[src/rtl/ntt_config.svh]
`ifndef NTT_CONFIG_SVH
`define NTT_CONFIG_SVH

// coefficients per polynomial, one bank holds one polynomial
`define RING_SIZE 64

// index width, RING_SIZE is a power of two
`define ADDR_WIDTH 6

// coefficient and modulus width
`define COEF_WIDTH 32

// operand entry to result in mod_mul
`define MUL_LATENCY 3

`endif

[src/rtl/ntt_pkg.sv]
`default_nettype none

`include "ntt_config.svh"

package ntt_pkg;

    typedef logic [`COEF_WIDTH-1:0] coef_t;   // coefficient or modulus
    typedef logic [`ADDR_WIDTH-1:0] addr_t;   // index inside a bank

    // command codes, same numbering as the full accelerator
    typedef enum logic [3:0] {
        OP_IDLE      = 4'd0,
        OP_READ_PSET = 4'd1,
        OP_READ_DATA = 4'd3,
        OP_SEND_DATA = 4'd5,
        OP_COEFMUL   = 4'd11
    } op_code_t;

    typedef enum logic [2:0] {
        ST_IDLE,
        ST_READ_PSET,
        ST_READ_DATA,
        ST_COEFMUL,
        ST_SEND_DATA
    } ctrl_state_t;

endpackage

`default_nettype wire

[src/rtl/poly_bram.sv]
`default_nettype none

`include "ntt_config.svh"

module poly_bram
    import ntt_pkg::*;
(
    input  logic  clk,
    input  logic  we,
    input  addr_t waddr,
    input  coef_t wdata,
    input  addr_t raddr,
    output coef_t rdata
);

    coef_t mem [`RING_SIZE];

    always_ff @(posedge clk) begin
        if (we)
            mem[waddr] <= wdata;
    end

    // registered read, one cycle latency
    always_ff @(posedge clk) begin
        rdata <= mem[raddr];
    end

endmodule

`default_nettype wire

[config.mk]
export PLATFORM = sky130hd
export DESIGN_NAME = poly_bram
export DESIGN_NICKNAME = d
export VERILOG_FILES = /design/src/rtl/ntt_pkg.sv /design/src/rtl/poly_bram.sv
export VERILOG_INCLUDE_DIRS = /design/src /design/src/rtl
export SDC_FILE = /design/constraint.sdc
export NUM_CORES = 2
export LEC_CHECK = 0
export ABC_AREA = 0
export BUFFER_PORTS_ARGS = -buffer_cell sky130_fd_sc_hd__buf_4
export CAP_MARGIN = 10
export CORE_MARGIN = 1
export CORE_UTILIZATION = 40
export CTS_BUF_LIST = sky130_fd_sc_hd__clkbuf_4
export CTS_CLUSTER_DIAMETER = 40
export DETAILED_ROUTE_END_ITERATION = 10
export GPL_TIMING_DRIVEN = 0
export MAX_ROUTING_LAYER = met4
export PLACE_DENSITY = 0.57
export SLEW_MARGIN = 20
export SYNTH_ARGS = -nofsm -noshare
export SYNTH_HDL_FRONTEND = slang
export SYNTH_SLANG_ARGS = --single-unit
export TNS_END_PERCENT = 10
[constraint.sdc]
create_clock -name clk -period 4.6 [get_ports clk]
set_clock_uncertainty 0.05 [all_clocks]
set_input_delay 0.69 -clock clk [delete_from_list [all_inputs] [get_ports clk]]
set_output_delay 0.69 -clock clk [all_outputs]
set_load 0.005 [all_outputs]
==> results.sh <==
export IMPL_utilization_pct=47.7
export IMPL_max_vdd_ir_drop_mv=0.236
export IMPL_numCtsBuffers=556
export IMPL_routedWlPerCell_microns=35.3
export IMPL_dpl_cell_area_sq_mm=0.0859
export IMPL_core_sq_mm=0.195
export IMPL_place_congestion=0.883
export IMPL_ant_nets=0
export IMPL_path_cells="buf_2 -> buf_2 -> nand2b_1 -> buf_1 -> clkbuf_1 -> o22ai_1 -> nor2_1 -> a21oi_1 -> nor2_1"
export IMPL_stdcell_count=7098
export IMPL_hold_viol=0
export IMPL_post_route_min_period_ps=3850
export IMPL_hold_ws_ps=138
export IMPL_rsz0062_at_grt="no"
export IMPL_critical_path_buf_inv_count=4
export IMPL_worstPathArrival_ps=5070
export IMPL_ioPinCount=78
export IMPL_vias=41548
export IMPL_netlist_area_sq_mm=0.0785
export IMPL_critPathMaxFanout=10
export IMPL_totalWireLength_microns=251000
export IMPL_ys_seq_area_share_pct=79.1
export IMPL_worstHoldPathType="in -> reg"
export IMPL_clk_latency_ps=1390
export IMPL_clk_pin_slew_ps=70
export IMPL_cts_tree="built"
export IMPL_timing_setup_tns_ps=0
export IMPL_nets=4167
export IMPL_synth_avg_cell_area_sq_um=23.6
export IMPL_htree_levels=6
export IMPL_io_buffer_count=69
export IMPL_clock_root_buffer="clkbuf_4"
export IMPL_crit_family="buffers and inverters"
export IMPL_yosys_register_bits=2080
export IMPL_hold_start="waddr[1]"
export IMPL_slew_violations=0
export IMPL_async_flop_share_pct=0
export IMPL_synth_edf_count=2048
export IMPL_dp_cells=6154
export IMPL_status="complete, no violations"
export IMPL_slew_headroom_pct=16.6
export IMPL_syn_to_final_growth_pct=18.5
export IMPL_clock_path_buffers=4
export IMPL_start_util_pct=40.3
export IMPL_path_class="in -> reg"
export IMPL_synth_cell_types=34
export IMPL_drc_errors=0
export IMPL_fp_dieH_microns=445
export IMPL_setup_viol=0
export IMPL_syn_instance_count=3324
export IMPL_postLayoutCellArea_sq_mm=0.0930
export IMPL_drtIter0Drc=6111
export IMPL_die_w_microns=445
export IMPL_track_usage_pct=26.2
export IMPL_fin_crit_sh_pct=83.8
export IMPL_grt_pass1_wl_microns=340000
export IMPL_cellLeakagePower_nw=29.8
export IMPL_cpMaxStageDelayCell="buf_1"
export IMPL_power_density_mw_per_mm2=424
export IMPL_yosys_warnings=0
export IMPL_dominantRegCellSynth="edfxtp_1"
export IMPL_critPathCaptureType="flop"
export IMPL_dieArea_sq_mm=0.198
export IMPL_synth_fp_nets=3370
export IMPL_routed_via_density=5.85
export IMPL_cap_violations=0
export IMPL_cts_sinks=2080
export IMPL_rr_startpoint="mem[0][10]"
export IMPL_cp_start_kind="primary input"
export IMPL_worst_slew_pin_transition_ps=1250
export IMPL_slowest_delay_ps=890
export IMPL_fmax_mhz=260
export IMPL_dp_hpwl_microns=164000
export IMPL_worstSetupStartpoint="raddr[1]"
export IMPL_antenna_found_initial=19
export IMPL_rows=162
export IMPL_grt_ovfl_total=0
export IMPL_firstDrtPassIters=6
export IMPL_cp_data_required_time_ps=5820
export IMPL_drive_gt1_share_pct=39.7
export IMPL_post_cts_setup_buffers=0
export IMPL_grt_pass1_vias=41880
export IMPL_grt_max_degree=65
-- final timing paths --
check | to | slack, ps | cells after the start
min | mem[51][29] | 140 | 3
min reg2reg | rdata[20] | 810 | 4
max | rdata[15] | 750 | 9
max reg2reg | rdata[10] | 1870 | 4
-- metrics by stage --
stage | total power, mW | setup slack (ps)
after floorplan | 22.4 | 700
after global placement | 23.6 | -3200
after detailed placement | 23.7 | -329
after CTS | 39.7 | 1150
after global routing | 40.7 | 897
final | 39.5 | 747
-- cells in the mapped netlist (5+ instances only) --
master	count	area share, %
edfxtp_1	2048	78
nand2_1	26	0.12
buf_1	21	0.10
dfxtp_1	32	0.82
clkbuf_1	74	0.35
buf_4	25	0.24
o221ai_1	27	0.30
nand3_1	5	0.032
buf_2	57	0.36
mux2i_1	93	1.2
mux4_2	544	16
buf_6	5	0.072
nor2_1	137	0.65
nand2b_1	8	0.064
a311oi_1	8	0.089
nand3b_1	5	0.048
o22ai_1	84	0.67
nor2b_1	15	0.12
nor3_1	7	0.045
a22oi_1	12	0.11
a21oi_1	62	0.40
-- what timing repair did --
| item | CTS | global route |
|---|---|---|
| hold buffers | 33 | 0 |
| hold endpoints to repair | 2049 | 0 |
| gates resized for setup | 0 | 0 |
-- worst register-to-register path, delay by kind of cell, from the launching register on --
kind | cells | cell delay, ps
compound gates | 1 | 900
flops | 1 | 380
simple gates | 1 | 260
mux | 2 | 1000
-- layer usage --
layer,global-route usage [%],vias up,wire (microns)
met5,-,-,0
met4,11.4,0,11500
met3,7.02,538,25900
met2,39.4,2635,117000
met1,33.4,22150,95900
li1,-,16225,-
-- layout make-up --
cell class / instances / area (sq um)
fill: 16219 / 102000
antenna: 15 / 37.5
multi-input combinational: 1062 / 16000
sequential: 2080 / 62100
clock inverter: 88 / 661
timing repair buffer: 239 / 3960
buffer: 182 / 918
clock buffer: 808 / 6070
tap: 2624 / 3280
-- cell families (layout without fill, tap and decap cells) --
| group | count (synthesis) | count (layout) | synth area share, % |
|---|---|---|---|
| buffers and inverters | 182 | 1317 | 1.13 |
| muxes | 637 | 637 | 16.8 |
| DFF | 2080 | 2080 | 79.1 |
| AOI/OAI and AO/OA | 202 | 202 | 1.67 |
| and+or+nand+nor | 223 | 223 | 1.27 |
| other | 0 | 15 | 0 |
-- where the power goes --
group | switching (mW) | leakage [nW] | internal, mW
sequential | 0.0380 | 18.7 | 21.0
combinational | 1.51 | 7.02 | 0.772
clock | 7.52 | 4.05 | 8.64
total | 9.07 | 29.8 | 30.4
-- placed cells by master (no fill, tap or decap), types with 3 or more instances in the layout --
master	instances
clkbuf_4	808
buf_1	19
edfxtp_1	2048
and3_1	4
clkinv_1	58
nor3_1	5
o22ai_1	83
o221ai_1	27
a21oi_1	62
buf_6	8
diode_2	15
buf_4	103
o32ai_1	4
a311oi_1	8
nor2_4	62
mux4_2	544
nand3b_1	5
buf_12	47
buf_16	72
clkbuf_2	24
clkinv_2	8
nor2_1	75
buf_2	59
a41o_1	4
or3b_2	3
nand2_1	26
nand3_1	5
bufinv_16	12
dfxtp_1	32
nand2b_1	8
inv_2	9
or3_1	3
dlygate4sd3_1	33
a22oi_1	12
nor2b_1	15
mux2i_1	93
buf_8	6
clkbuf_1	50
-- sequential cells by signal, indices dropped and copies added, names as in the netlist --
| name | cells |
|---|---|
| rdata | 32 |
| mem | 2048 |
(Power assumes the default switching activity.)
