[config.mk]
export PLATFORM = sky130hd
export DESIGN_NAME = ntt_cmd_ctrl
export DESIGN_NICKNAME = d
export VERILOG_FILES = /design/src/rtl/ntt_pkg.sv /design/src/rtl/ntt_cmd_ctrl.sv
export VERILOG_INCLUDE_DIRS = /design/src /design/src/rtl
export SDC_FILE = /design/constraint.sdc
export NUM_CORES = 1
export LEC_CHECK = 0
export ABC_AREA = 1
export BUFFER_PORTS_ARGS = -buffer_cell sky130_fd_sc_hd__clkbuf_2
export CAP_MARGIN = 15
export CORE_MARGIN = 4
export CORE_UTILIZATION = 43
export CTS_CLUSTER_SIZE = 24
export DETAILED_ROUTE_END_ITERATION = 8
export GPL_TIMING_DRIVEN = 0
export HOLD_SLACK_MARGIN = 0.03
export MAX_ROUTING_LAYER = met4
export PLACE_DENSITY = 0.82
export SLEW_MARGIN = 20
export SYNTH_ARGS = -nofsm -noshare
export SYNTH_HDL_FRONTEND = slang
export SYNTH_SLANG_ARGS = --single-unit
[constraint.sdc]
create_clock -name clk -period 1.8 [get_ports clk]
set_input_delay 0.36 -clock clk [delete_from_list [all_inputs] [get_ports clk]]
set_output_delay 0.36 -clock clk [all_outputs]
set_load 0.05 [all_outputs]
[src/rtl/ntt_config.svh]
`ifndef NTT_CONFIG_SVH
`define NTT_CONFIG_SVH

// coefficients per polynomial, one bank holds one polynomial
`define RING_SIZE 64

// index width, RING_SIZE is a power of two
`define ADDR_WIDTH 6

// coefficient and modulus width
`define COEF_WIDTH 32

// operand entry to result in mod_mul
`define MUL_LATENCY 3

`endif

[src/rtl/ntt_pkg.sv]
`default_nettype none

`include "ntt_config.svh"

package ntt_pkg;

    typedef logic [`COEF_WIDTH-1:0] coef_t;   // coefficient or modulus
    typedef logic [`ADDR_WIDTH-1:0] addr_t;   // index inside a bank

    // command codes, same numbering as the full accelerator
    typedef enum logic [3:0] {
        OP_IDLE      = 4'd0,
        OP_READ_PSET = 4'd1,
        OP_READ_DATA = 4'd3,
        OP_SEND_DATA = 4'd5,
        OP_COEFMUL   = 4'd11
    } op_code_t;

    typedef enum logic [2:0] {
        ST_IDLE,
        ST_READ_PSET,
        ST_READ_DATA,
        ST_COEFMUL,
        ST_SEND_DATA
    } ctrl_state_t;

endpackage

`default_nettype wire

[src/rtl/ntt_cmd_ctrl.sv]
`default_nettype none

`include "ntt_config.svh"

module ntt_cmd_ctrl
    import ntt_pkg::*;
(
    input  logic     clk,
    input  logic     reset,
    input  op_code_t op_code,
    input  logic     din_valid,
    input  coef_t    din,
    input  logic     mul_out_valid,
    input  addr_t    mul_out_addr,
    input  coef_t    mul_out_data,
    input  coef_t    bank_a_rdata,
    output coef_t    q,
    output logic     a_we,
    output addr_t    a_waddr,
    output coef_t    a_wdata,
    output logic     b_we,
    output addr_t    b_waddr,
    output coef_t    b_wdata,
    output addr_t    raddr,
    output logic     mul_in_valid,
    output addr_t    mul_in_addr,
    output coef_t    dout,
    output logic     dout_valid,
    output logic     done
);

    ctrl_state_t state;
    ctrl_state_t next_state;

    logic [`ADDR_WIDTH+1:0] word_cnt;    // saturates once both banks are full
    logic [`ADDR_WIDTH:0]   issue_cnt;   // top bit set when all indices issued
    addr_t                  ret_cnt;
    logic [1:0]             load_half;
    logic                   load_en;
    logic                   issue_en;
    logic                   sel_mul;
    logic                   send_rd_valid;
    logic                   mul_last;
    logic                   send_last;

    assign load_en   = (state == ST_READ_DATA) && din_valid;
    assign load_half = word_cnt[`ADDR_WIDTH+1:`ADDR_WIDTH];   // 00 bank A, 01 bank B, 1x drop
    assign sel_mul   = (state == ST_COEFMUL);

    assign issue_en = ((state == ST_COEFMUL) || (state == ST_SEND_DATA))
                      && !issue_cnt[`ADDR_WIDTH];

    assign mul_last = sel_mul && mul_out_valid && (ret_cnt == addr_t'(`RING_SIZE - 1));

    // last word on dout, the read pipe has drained
    assign send_last = (state == ST_SEND_DATA) && issue_cnt[`ADDR_WIDTH]
                       && dout_valid && !send_rd_valid;

    always_comb begin
        next_state = state;
        case (state)
            ST_IDLE: begin
                case (op_code)
                    OP_IDLE:      next_state = ST_IDLE;
                    OP_READ_PSET: next_state = ST_READ_PSET;
                    OP_READ_DATA: next_state = ST_READ_DATA;
                    OP_COEFMUL:   next_state = ST_COEFMUL;
                    OP_SEND_DATA: next_state = ST_SEND_DATA;
                    default:      next_state = ST_IDLE;   // unknown codes ignored
                endcase
            end
            ST_READ_PSET: begin
                if (din_valid)
                    next_state = ST_IDLE;
            end
            ST_READ_DATA: begin
                if (!din_valid)
                    next_state = ST_IDLE;
            end
            ST_COEFMUL: begin
                if (mul_last)
                    next_state = ST_IDLE;
            end
            ST_SEND_DATA: begin
                if (send_last)
                    next_state = ST_IDLE;
            end
            default: next_state = ST_IDLE;
        endcase
    end

    always_ff @(posedge clk) begin
        if (reset)
            state <= ST_IDLE;
        else
            state <= next_state;
    end

    // modulus, first valid word after the op code
    always_ff @(posedge clk) begin
        if (reset)
            q <= '0;
        else if ((state == ST_READ_PSET) && din_valid)
            q <= din;
    end

    always_ff @(posedge clk) begin
        if (reset) begin
            word_cnt <= '0;
        end else if (load_en) begin
            if (!word_cnt[`ADDR_WIDTH+1])
                word_cnt <= word_cnt + 1'b1;
        end else begin
            word_cnt <= '0;
        end
    end

    // bank A takes the multiplier results during COEFMUL, loaded words otherwise
    always_comb begin
        if (sel_mul) begin
            a_we    = mul_out_valid;
            a_waddr = mul_out_addr;
            a_wdata = mul_out_data;
        end else begin
            a_we    = load_en && (load_half == 2'b00);
            a_waddr = word_cnt[`ADDR_WIDTH-1:0];
            a_wdata = din;
        end
    end

    assign b_we    = load_en && (load_half == 2'b01);
    assign b_waddr = word_cnt[`ADDR_WIDTH-1:0];
    assign b_wdata = din;

    always_ff @(posedge clk) begin
        if (reset)
            issue_cnt <= '0;
        else if (state == ST_IDLE)
            issue_cnt <= '0;
        else if (issue_en)
            issue_cnt <= issue_cnt + 1'b1;
    end

    assign raddr = issue_cnt[`ADDR_WIDTH-1:0];   // shared by both banks

    always_ff @(posedge clk) begin
        if (reset)
            ret_cnt <= '0;
        else if (!sel_mul)
            ret_cnt <= '0;
        else if (mul_out_valid)
            ret_cnt <= ret_cnt + 1'b1;
    end

    // one cycle behind raddr to match the bank read
    always_ff @(posedge clk) begin
        if (reset) begin
            mul_in_valid  <= 1'b0;
            send_rd_valid <= 1'b0;
            dout_valid    <= 1'b0;
            done          <= 1'b0;
        end else begin
            mul_in_valid  <= issue_en && sel_mul;
            send_rd_valid <= issue_en && (state == ST_SEND_DATA);
            dout_valid    <= send_rd_valid;
            done          <= mul_last || send_last;
        end
    end

    always_ff @(posedge clk) begin
        mul_in_addr <= raddr;
    end

    always_ff @(posedge clk) begin
        if (reset)
            dout <= '0;
        else
            dout <= send_rd_valid ? bank_a_rdata : '0;   // zero between streams
    end

endmodule

`default_nettype wire

==> results of run 1 <==
-- synthesized netlist by cell type (3+ instances only) --
master / number / area share
a21oi_1: 14 / 0.017
buf_2: 6 / 0.0072
buf_4: 48 / 0.086
clkbuf_1: 9 / 0.0081
dfxtp_1: 98 / 0.47
ha_1: 3 / 0.0090
inv_1: 60 / 0.054
inv_2: 3 / 0.0027
nand2_1: 143 / 0.13
nand3_1: 12 / 0.014
nor2_1: 125 / 0.11
nor3_1: 9 / 0.011
o21ai_0: 40 / 0.048
xor2_1: 3 / 0.0063
-- worst max-delay path by stage --
stage / start / end / slack (ns) / cells after the start
after floorplan: state[2] / a_waddr[0] / -0.17 / 6
after global placement: state[2] / a_wdata[14] / -0.15 / 7
after detailed placement: state[2] / a_wdata[22] / -0.16 / 7
after CTS: state[2] / a_wdata[28] / -0.17 / 8
after global routing: state[0] / a_wdata[9] / -0.21 / 7
final: state[2] / a_wdata[9] / -0.15 / 8
-- worst max-delay path, cell delays in order, from the launching register on --
cell     delay (ns)
dfxtp_4        0.37
inv_4          0.06
nand3_4        0.07
buf_12         0.17
inv_16         0.09
buf_8          0.12
nand2_1        0.10
nand2_2        0.09
buf_8          0.14
-- flip-flops by register name, indices dropped and copies added, names as in the netlist, 3 cells and up --
register / cells
mul_in_addr: 6
word_cnt: 8
ret_cnt: 6
dout: 32
issue_cnt: 7
state: 3
q: 32
-- cells by family (layout without fill, tap and decap cells) --
logic type      count (synthesis)  count (layout)  share of synthesized area
compound gates                 57              57                     0.0691
xor+xnor                        5               5                     0.0105
fa+ha+maj                       3               3                    0.00897
buf+inv                       127             425                      0.159
flops                          98              98                      0.469
simple gates                  298             298                      0.284
-- through the flow --
| stage | hold slack [ns] | cells | utilization |
|---|---|---|---|
| final | 0.171 | 1015 | 0.726 |
| after global routing | 0.159 | 1015 | 0.726 |
| after global placement | 0.374 | 983 | 0.606 |
| after floorplan | 0.364 | 588 | - |
| after detailed placement | 0.383 | 983 | 0.606 |
| after CTS | 0.157 | 1010 | 0.703 |
-- area by class of cell --
type | count | area share
clock buffer | 9 | 0.0182
buffer | 64 | 0.0755
clock inverter | 7 | 0.00992
sequential | 98 | 0.290
tap | 129 | 0.0237
timing repair inverter | 1 | 0.00165
multi-input combinational | 363 | 0.258
inverter | 63 | 0.0375
timing repair buffer | 281 | 0.286
-- cells in the final DEF (no fill, tap or decap), types with 11 or more instances in the layout --
cell type  count
dfxtp_1       95
a21oi_1       14
nand2_1       97
o21ai_0       36
buf_8         42
nand2_2       44
buf_4         57
nor2_1       124
nand3_1       11
inv_1         60
clkbuf_2     226
-- power by group --
group / total [W] / leakage [nW] / switching (W) / internal, W
clock: 0.00138 / 0.0958 / 0.000842 / 0.000542
combinational: 0.00137 / 2.71 / 0.000903 / 0.000471
sequential: 0.00227 / 0.793 / 0.0000405 / 0.00223
total: 0.00503 / 3.60 / 0.00179 / 0.00324
-- repair_timing --
item                       in CTS  in global routing
resized for setup             156                 68
setup endpoints to repair      40                 40
pin swaps                      11                  7
gates cloned                    3                  2
buffers inserted                8                  3
-- metal layers --
layer  part of all wire  GRT usage
met3              0.072     0.0548
met1               0.39      0.281
met2               0.50      0.406
met5                  0          -
met4              0.033     0.0995
==> reports/results.ini, run 1 <==
[detailed_routing]
firstDrtPassIters=5
drt-initial-drc-count=255
drc=0
wire_per_inst_um=14.4
vias_per_cell=4.61
wirelength_um=14700
drtAntennaViolNets=0
vias=4678

[synthesis]
netlist_instances=588
synthDistinctLibCells=24
ys_ff_latch=98
async_reset_ff_frac=0
syn_avg_cell_area_sq_um=7.11
ys.flop_type=dfxtp_1
ys_seq_area_frac=0.469
mappedNetlistArea_sq_mm=0.00418
synth_fp_nets=701
yosysWarnings=0
synth-edff-count=0

[finish]
drive_above_1_share=0.470
layout.nets=994
multi_input_area_sq_mm=0.00175
n_fill_cell=700
fin_area_sq_mm=0.00681
final-seq-area_sq_mm=0.00197
diodes=0
area_delta_synth_final_pct=62.8

[worst_setup_path]
required_ns=1.44
crit_path_end_kind=output port
crit_arrival_ns=1.59
critPathLaunchType=flip-flop
crit_path_max_fanout=8
timing.rr.end=q[22]
r2r_slack_ns=0.08
r2r_cells=7
timing.setup.critical_path_class=reg2out
reg2reg_from=state[2]

[run]
maxCapViolations=0

[clock_tree]
cts-root-buf=clkbuf_8
clock_latency_ns=0.36
clkTransAtPathRegs_ns=0.11
postCtsHoldBufs=0
cts.htree.levels=3
cts_buffer_depth=2
cts_tree=built
cts_num_sinks=98
cts_made_buffers=9

[sta]
hold_viol_final=0
tightest_slew_ns=0.423
fmax_mhz=513
setup_viol=40
post-route-period-util=1.08
drv_slew=0
rsz0062_at_grt=true
timing.setup.tns_ns=-3.92
fin_skew_ns=0.0127
relSlewSlack=0.718
finalWorstSetupSlack_ns=-0.149
fin_crit_ns=1.95

[status]
status=finished with violations
failed_checks=negative setup slack

[die]
die-width_um=107
io_pins=267
initial_core_util=0.446
fp.coreArea_sq_mm=0.00937
die_area_sq_mm=0.0114
die_height_um=107
fp-row-count=35

[hold_path]
min_to=dout[24]
min_path_cells=3
hold_class=in2reg
min_from=bank_a_rdata[24]

[global_routing]
grt_max_degree=20
grt_pass1_vias=4484
antenna_found_initial=0
overflow=0
grt_pass1_wl_um=21500
track_usage=0.242

[place]
gp_congestion=0.849
port_buffers=266
hpwl_um=10200
post-place-ws_ns=-0.165
dpl-instance-area_sq_mm=0.00568

[power_and_ir_drop]
p_total_w=0.00503
power.density_mw_per_mm2=739
ir_drop_uv=492
leakage_nw=3.60

Note: power is estimated with default switching activity, not from simulation.
==> inputs of run 2 (changes only) <==
--- a/config.mk
+++ b/config.mk
@@ -17,6 +17,7 @@
 export HOLD_SLACK_MARGIN = 0.03
 export MAX_ROUTING_LAYER = met4
 export PLACE_DENSITY = 0.82
+export REMOVE_ABC_BUFFERS = 1
 export SLEW_MARGIN = 20
 export SYNTH_ARGS = -nofsm -noshare
 export SYNTH_HDL_FRONTEND = slang
==> constraint.sdc (replaced) <==
create_clock -name clk -period 2.2 [get_ports clk]
set_input_delay 0.44 -clock clk [delete_from_list [all_inputs] [get_ports clk]]
set_output_delay 0.44 -clock clk [all_outputs]
set_load 0.05 [all_outputs]
==> run 2 against run 1 <==
Compared with the run above: the flow now finishes without violations; sequential share of layout area is 6.1 points higher; wire length is 13% lower; register-to-register slack better by 0.22 ns; clock power is 9% lower; cell count is 7.5% lower; sequential power is 18% lower; largest cell class is now sequential cells.
==> reports/results.ini, run 2 (synthesis results as in run 1) <==
[worst_setup_path]
timing.rr.end=q[16]  ; was q[22]
max_stage_delay_ns=0.41  ; was 0.37 ns
critPathLaunchType=flip-flop  ; unchanged
crit_path_end_kind=output port  ; unchanged
crit_path_max_fanout=30  ; was 8
reg2reg_from=state[0]  ; was state[2]
path_common_cell=nand2_1  ; was buf_8
cp_slowest_cell=dfxtp_2  ; was dfxtp_4
required_ns=1.76  ; was 1.44 ns
critical_path.cell_chain=inv_2, nand3_4, buf_16, nand2_1, nand2_1, clkbuf_2  ; was inv_4, nand3_4, buf_12, inv_16, buf_8, nand2_1, nand2_2, buf_8
crit_arrival_ns=1.65  ; was 1.59 ns
r2r_slack_ns=0.30  ; was 0.08 ns
r2r_cells=6  ; was 7
timing.setup.critical_path_class=reg2out  ; unchanged

[sta]
post-route-period-util=0.951
setup_viol=0  ; was 40
fin_crit_ns=2.09
tightest_slew_ns=0.975  ; was 0.423 ns
rsz0062_at_grt=false  ; was true
timing.setup.tns_ns=0  ; was -3.92 ns
drv_slew=0  ; unchanged
fin_skew_ns=0.0141  ; was 0.0127 ns
relSlewSlack=0.349  ; was 0.718
hold_slack_ns=0.264  ; was 0.171 ns
fmax_mhz=478
hold_viol_final=0  ; unchanged

[detailed_routing]
vias_per_cell=4.58  ; was 4.61
firstDrtPassIters=4  ; was 5
wire_per_inst_um=13.6  ; was 14.4 um
vias=4300  ; was 4678
drt-initial-drc-count=269  ; was 255
drc=0  ; unchanged
drtAntennaViolNets=0  ; unchanged
wirelength_um=12700  ; was 14700 um

[place]
dpl-instance-area_sq_mm=0.00528  ; was 0.00568 sq mm
port_buffers=266  ; unchanged
gp_congestion=0.870  ; was 0.849
hpwl_um=9810  ; was 10200 um

[global_routing]
grt_max_degree=36  ; was 20
grt_pass1_wl_um=20000  ; was 21500 um
track_usage=0.226  ; was 0.242
grt_pass1_vias=4142  ; was 4484
antenna_found_initial=0  ; unchanged
overflow=0  ; unchanged

[die]
io_pins=267  ; unchanged
initial_core_util=0.446  ; unchanged
fp.coreArea_sq_mm=0.00937  ; unchanged
fp-row-count=35  ; unchanged
die_height_um=107  ; unchanged
die_area_sq_mm=0.0114  ; unchanged
die-width_um=107  ; unchanged

[power_and_ir_drop]
leakage_nw=3.04  ; was 3.60 nW
p_total_w=0.00401  ; was 0.00503 W
ir_drop_uv=359  ; was 492 uV
power.density_mw_per_mm2=715  ; was 739 mW/mm^2

[clock_tree]
cts_buffer_depth=2  ; unchanged
cts-root-buf=clkbuf_8  ; unchanged
postCtsHoldBufs=0  ; unchanged
cts_tree=built  ; unchanged
cts_num_sinks=98  ; unchanged
cts.htree.levels=3  ; unchanged
cts_made_buffers=9  ; unchanged
clkTransAtPathRegs_ns=0.10  ; was 0.11 ns
clock_latency_ns=0.36  ; about the same

[finish]
area_delta_synth_final_pct=34.0  ; was 62.8%
layout.nets=918  ; was 994
reg_top3=dout x32, q x32, word_cnt x8  ; unchanged
fin_area_sq_mm=0.00561  ; was 0.00681 sq mm
diodes=0  ; unchanged
drive_above_1_share=0.369  ; was 0.470
n_fill_cell=932  ; was 700
mostFrequentLayoutCells=234 x clkbuf_2, 143 x nand2_1, 125 x nor2_1  ; was 226 x clkbuf_2, 124 x nor2_1, 97 x nand2_1
mostFrequentLayoutCell=clkbuf_2  ; unchanged

[run]
maxCapViolations=0  ; unchanged

[hold_path]
hold_class=in2reg  ; unchanged
min_path_cells=3  ; unchanged
min_from=bank_a_rdata[22]  ; was bank_a_rdata[24]
min_to=dout[22]  ; was dout[24]

[status]
status=finished clean  ; was finished with violations

[run 2: how the worst max path moves through the flow]
stage / end / startpoint
floorplan: a_waddr[0] / state[2]
global placement: a_wdata[2] / state[2]
detailed placement: q[4] / state[0]
CTS: a_wdata[10] / state[2]
global route: a_wdata[0] / state[2]
finish: a_wdata[31] / state[2]
[run 2: worst max-delay path: cells and delay by family, from the launching register on]
kind                   cells  cell delay (ns)
buffers and inverters      3             0.57
DFF                        1             0.41
and+or+nand+nor            3             0.31
[run 2: what timing repair did]
action                                  CTS  global route
buffers inserted                          2             0
endpoints found under the setup margin   70            41
resized for setup                        10            54
pin swaps                                 1             1
cloned                                    1             0
[run 2: metrics by stage]
stage,worst slack [ns],instances,utilization
after detailed placement,-0.331,920,0.563
after CTS,0.0117,939,0.592
after global routing,0.000518,939,0.598
after floorplan,-1.05,524,-
final,0.108,939,0.598
after global placement,-1.54,919,0.560
[run 2: layer usage]
layer  routed length (um)  vias up  track usage
met5                    0        -            -
met4                  301        0       0.0731
met2                 6420      191        0.395
li1                     -     2187            -
met1                 4990     1903        0.259
met3                 1010       19       0.0488
[run 2: final cells by class]
class	count	area (sq um)	area share
well taps	129	161	0.0288
repair inverters	1	16.3	0.00290
multi-input cells	363	1580	0.282
clock inverters	6	78.8	0.0141
repair buffers	269	1410	0.252
clock buffers	10	138	0.0246
flip-flops and latches	98	1970	0.351
inverters	63	251	0.0449
[run 2: where the power goes]
part           internal, W  leakage [nW]  total, W  switching [W]
clock             0.000586         0.112   0.00125       0.000663
combinational     0.000231          2.13  0.000904       0.000673
sequential         0.00183         0.792   0.00186      0.0000316
==> inputs of run 3 (changes only) <==
==> constraint.sdc (replaced) <==
create_clock -name clk -period 2.5 [get_ports clk]
set_input_delay 0.5 -clock clk [delete_from_list [all_inputs] [get_ports clk]]
set_output_delay 0.5 -clock clk [all_outputs]
set_load 0.05 [all_outputs]
==> run 3 against run 2 <==
Compared with the run above: worst setup slack better by 0.079 ns; non-clock buffer count is 2 lower; critical endpoint is now a_wdata[3]; count of clock-buffer cells in the layout is the same; largest cell class unchanged; critical path type unchanged; sequential power down 12%; highest routed layer unchanged; register-to-register slack gained 0.21 ns.
==> reports/results.ini, run 3 (synthesis results as in run 1) <==
[hold_path]
min_from=bank_a_rdata[22]  ; unchanged
hold_class=in2reg  ; unchanged
min_to=dout[22]  ; unchanged
min_path_cells=3  ; unchanged

[sta]
fmax_mhz=432
setup_viol=0  ; unchanged
post-route-period-util=0.925
fin_crit_ns=2.31
drv_slew=0  ; unchanged
hold_viol_final=0  ; unchanged
hold_slack_ns=0.322  ; was 0.264 ns
relSlewSlack=0.330  ; was 0.349
tightest_slew_ns=1.00  ; was 0.975 ns
rsz0062_at_grt=false  ; unchanged
fin_skew_ns=0.0143  ; was 0.0141 ns

[worst_setup_path]
r2r_cells=6  ; unchanged
crit_path_max_fanout=21  ; was 30
cpLargestDelayFamily=buffers and inverters  ; unchanged
crit_arrival_ns=1.81  ; was 1.65 ns
critPathLaunchType=flip-flop  ; unchanged
crit_buf_inv=2  ; was 3
crit_path_end_kind=output port  ; unchanged
path_common_cell=nand2_1  ; unchanged
cp_slowest_cell=dfxtp_1  ; was dfxtp_2
r2r_slack_ns=0.51  ; was 0.30 ns
required_ns=2.00  ; was 1.76 ns
timing.setup.critical_path_class=reg2out  ; unchanged
max_stage_delay_ns=0.44  ; was 0.41 ns
reg2reg_from=state[0]  ; unchanged
timing.rr.end=q[16]  ; unchanged
critical_path.cell_chain=nand3_4, inv_4, nand2_1, nand2_1, clkbuf_2  ; was inv_2, nand3_4, buf_16, nand2_1, nand2_1, clkbuf_2

[clock_tree]
clock_latency_ns=0.36  ; about the same
cts_buffer_depth=2  ; unchanged
cts_made_buffers=9  ; unchanged
cts_tree=built  ; unchanged
clkTransAtPathRegs_ns=0.10  ; about the same
cts.htree.levels=3  ; unchanged
cts_num_sinks=98  ; unchanged
cts-root-buf=clkbuf_8  ; unchanged
postCtsSetupRepairBufs=0  ; was 2

[die]
die-width_um=107  ; unchanged
fp-row-count=35  ; unchanged
fp.coreArea_sq_mm=0.00937  ; unchanged
die_height_um=107  ; unchanged
die_area_sq_mm=0.0114  ; unchanged
initial_core_util=0.446  ; unchanged
io_pins=267  ; unchanged

[finish]
area_delta_synth_final_pct=32.1  ; was 34.0%
reg_top3=dout x32, q x32, word_cnt x8  ; unchanged
layout.nets=916  ; was 918
final-seq-area_sq_mm=0.00196  ; was 0.00197 sq mm
diodes=0  ; unchanged
mostFrequentLayoutCells=266 x clkbuf_2, 143 x nand2_1, 125 x nor2_1  ; was 234 x clkbuf_2, 143 x nand2_1, 125 x nor2_1
drive_above_1_share=0.364  ; was 0.369
mostFrequentLayoutCell=clkbuf_2  ; unchanged
fin_area_sq_mm=0.00553  ; was 0.00561 sq mm
multi_input_area_sq_mm=0.00157  ; was 0.00158 sq mm
n_fill_cell=937  ; was 932

[place]
dpl-instance-area_sq_mm=0.00528  ; unchanged
gp_congestion=0.870  ; unchanged
hpwl_um=9810  ; unchanged
port_buffers=266  ; unchanged

[detailed_routing]
drtAntennaViolNets=0  ; unchanged
vias_per_cell=4.56  ; was 4.58
drc=0  ; unchanged
firstDrtPassIters=4  ; unchanged
wirelength_um=12600  ; was 12700 um
wire_per_inst_um=13.5  ; was 13.6 um
drt-initial-drc-count=261  ; was 269
vias=4274  ; was 4300

[global_routing]
grt_max_degree=36  ; unchanged
overflow=0  ; unchanged
antenna_found_initial=0  ; unchanged
grt_pass1_wl_um=19900  ; was 20000 um
grt_pass1_vias=4103  ; was 4142
track_usage=0.225  ; was 0.226

[power_and_ir_drop]
p_total_w=0.00352  ; was 0.00401 W
power.density_mw_per_mm2=637  ; was 715 mW/mm^2
ir_drop_uv=321  ; was 359 uV
leakage_nw=3.02  ; was 3.04 nW

[status]
status=finished clean  ; unchanged

[run]
maxCapViolations=0  ; unchanged

run 3: repair_timing:
| item | CTS | global route |
|---|---|---|
| setup endpoints to repair | 70 | 0 |
| gates resized for setup | 5 | 0 |
| hold buffers | 0 | 0 |
run 3: metal layers:
metal  GRT usage  share of wire
met1       0.260           0.40
met2       0.391           0.50
met3      0.0488          0.077
met4      0.0685          0.023
met5           -              0
run 3: through the flow:
stage,std cells,utilization,setup TNS (ns),setup WS [ns]
after detailed placement,920,0.563,-1.24,-0.0593
after floorplan,524,-,-11.31,-0.807
after global routing,937,0.590,0,0.0298
after global placement,919,0.560,-51.37,-1.30
after CTS,937,0.589,0,0.0647
final,937,0.590,0,0.187
run 3: how the worst max path moves through the flow:
stage / start / endpoint / slack, ns / cells past startpoint
6_report: state[0] / a_wdata[3] / 0.19 / 5
5_1_grt: state[2] / a_wdata[12] / 0.03 / 6
4_1_cts: state[0] / q[25] / 0.06 / 6
3_5_place_dp: din_valid / q[4] / -0.06 / 5
3_3_place_gp: state[2] / a_wdata[2] / -1.30 / 6
2_1_floorplan: state[2] / a_waddr[0] / -0.81 / 4
run 3: where the power goes:
part           internal [W]  total (W)  switching [W]  leakage (nW)
sequential          0.00161    0.00163      0.0000269         0.791
combinational      0.000193   0.000786       0.000593          2.12
clock              0.000515    0.00110       0.000585         0.112
total               0.00231    0.00352        0.00120          3.02
run 3: area by class of cell:
| type | instances | share of cell area |
|---|---|---|
| multi-input combinational | 363 | 0.285 |
| timing repair buffer | 267 | 0.246 |
| timing repair inverter | 1 | 0.00113 |
| clock inverter | 6 | 0.0143 |
| tap | 129 | 0.0292 |
| sequential | 98 | 0.355 |
| inverter | 63 | 0.0446 |
| clock buffer | 10 | 0.0249 |
run 3: tightest hold or removal path: cells and delay by family:
family	cells	cell delay (ns)
buf+inv	2	0.12
simple gates	1	0.03
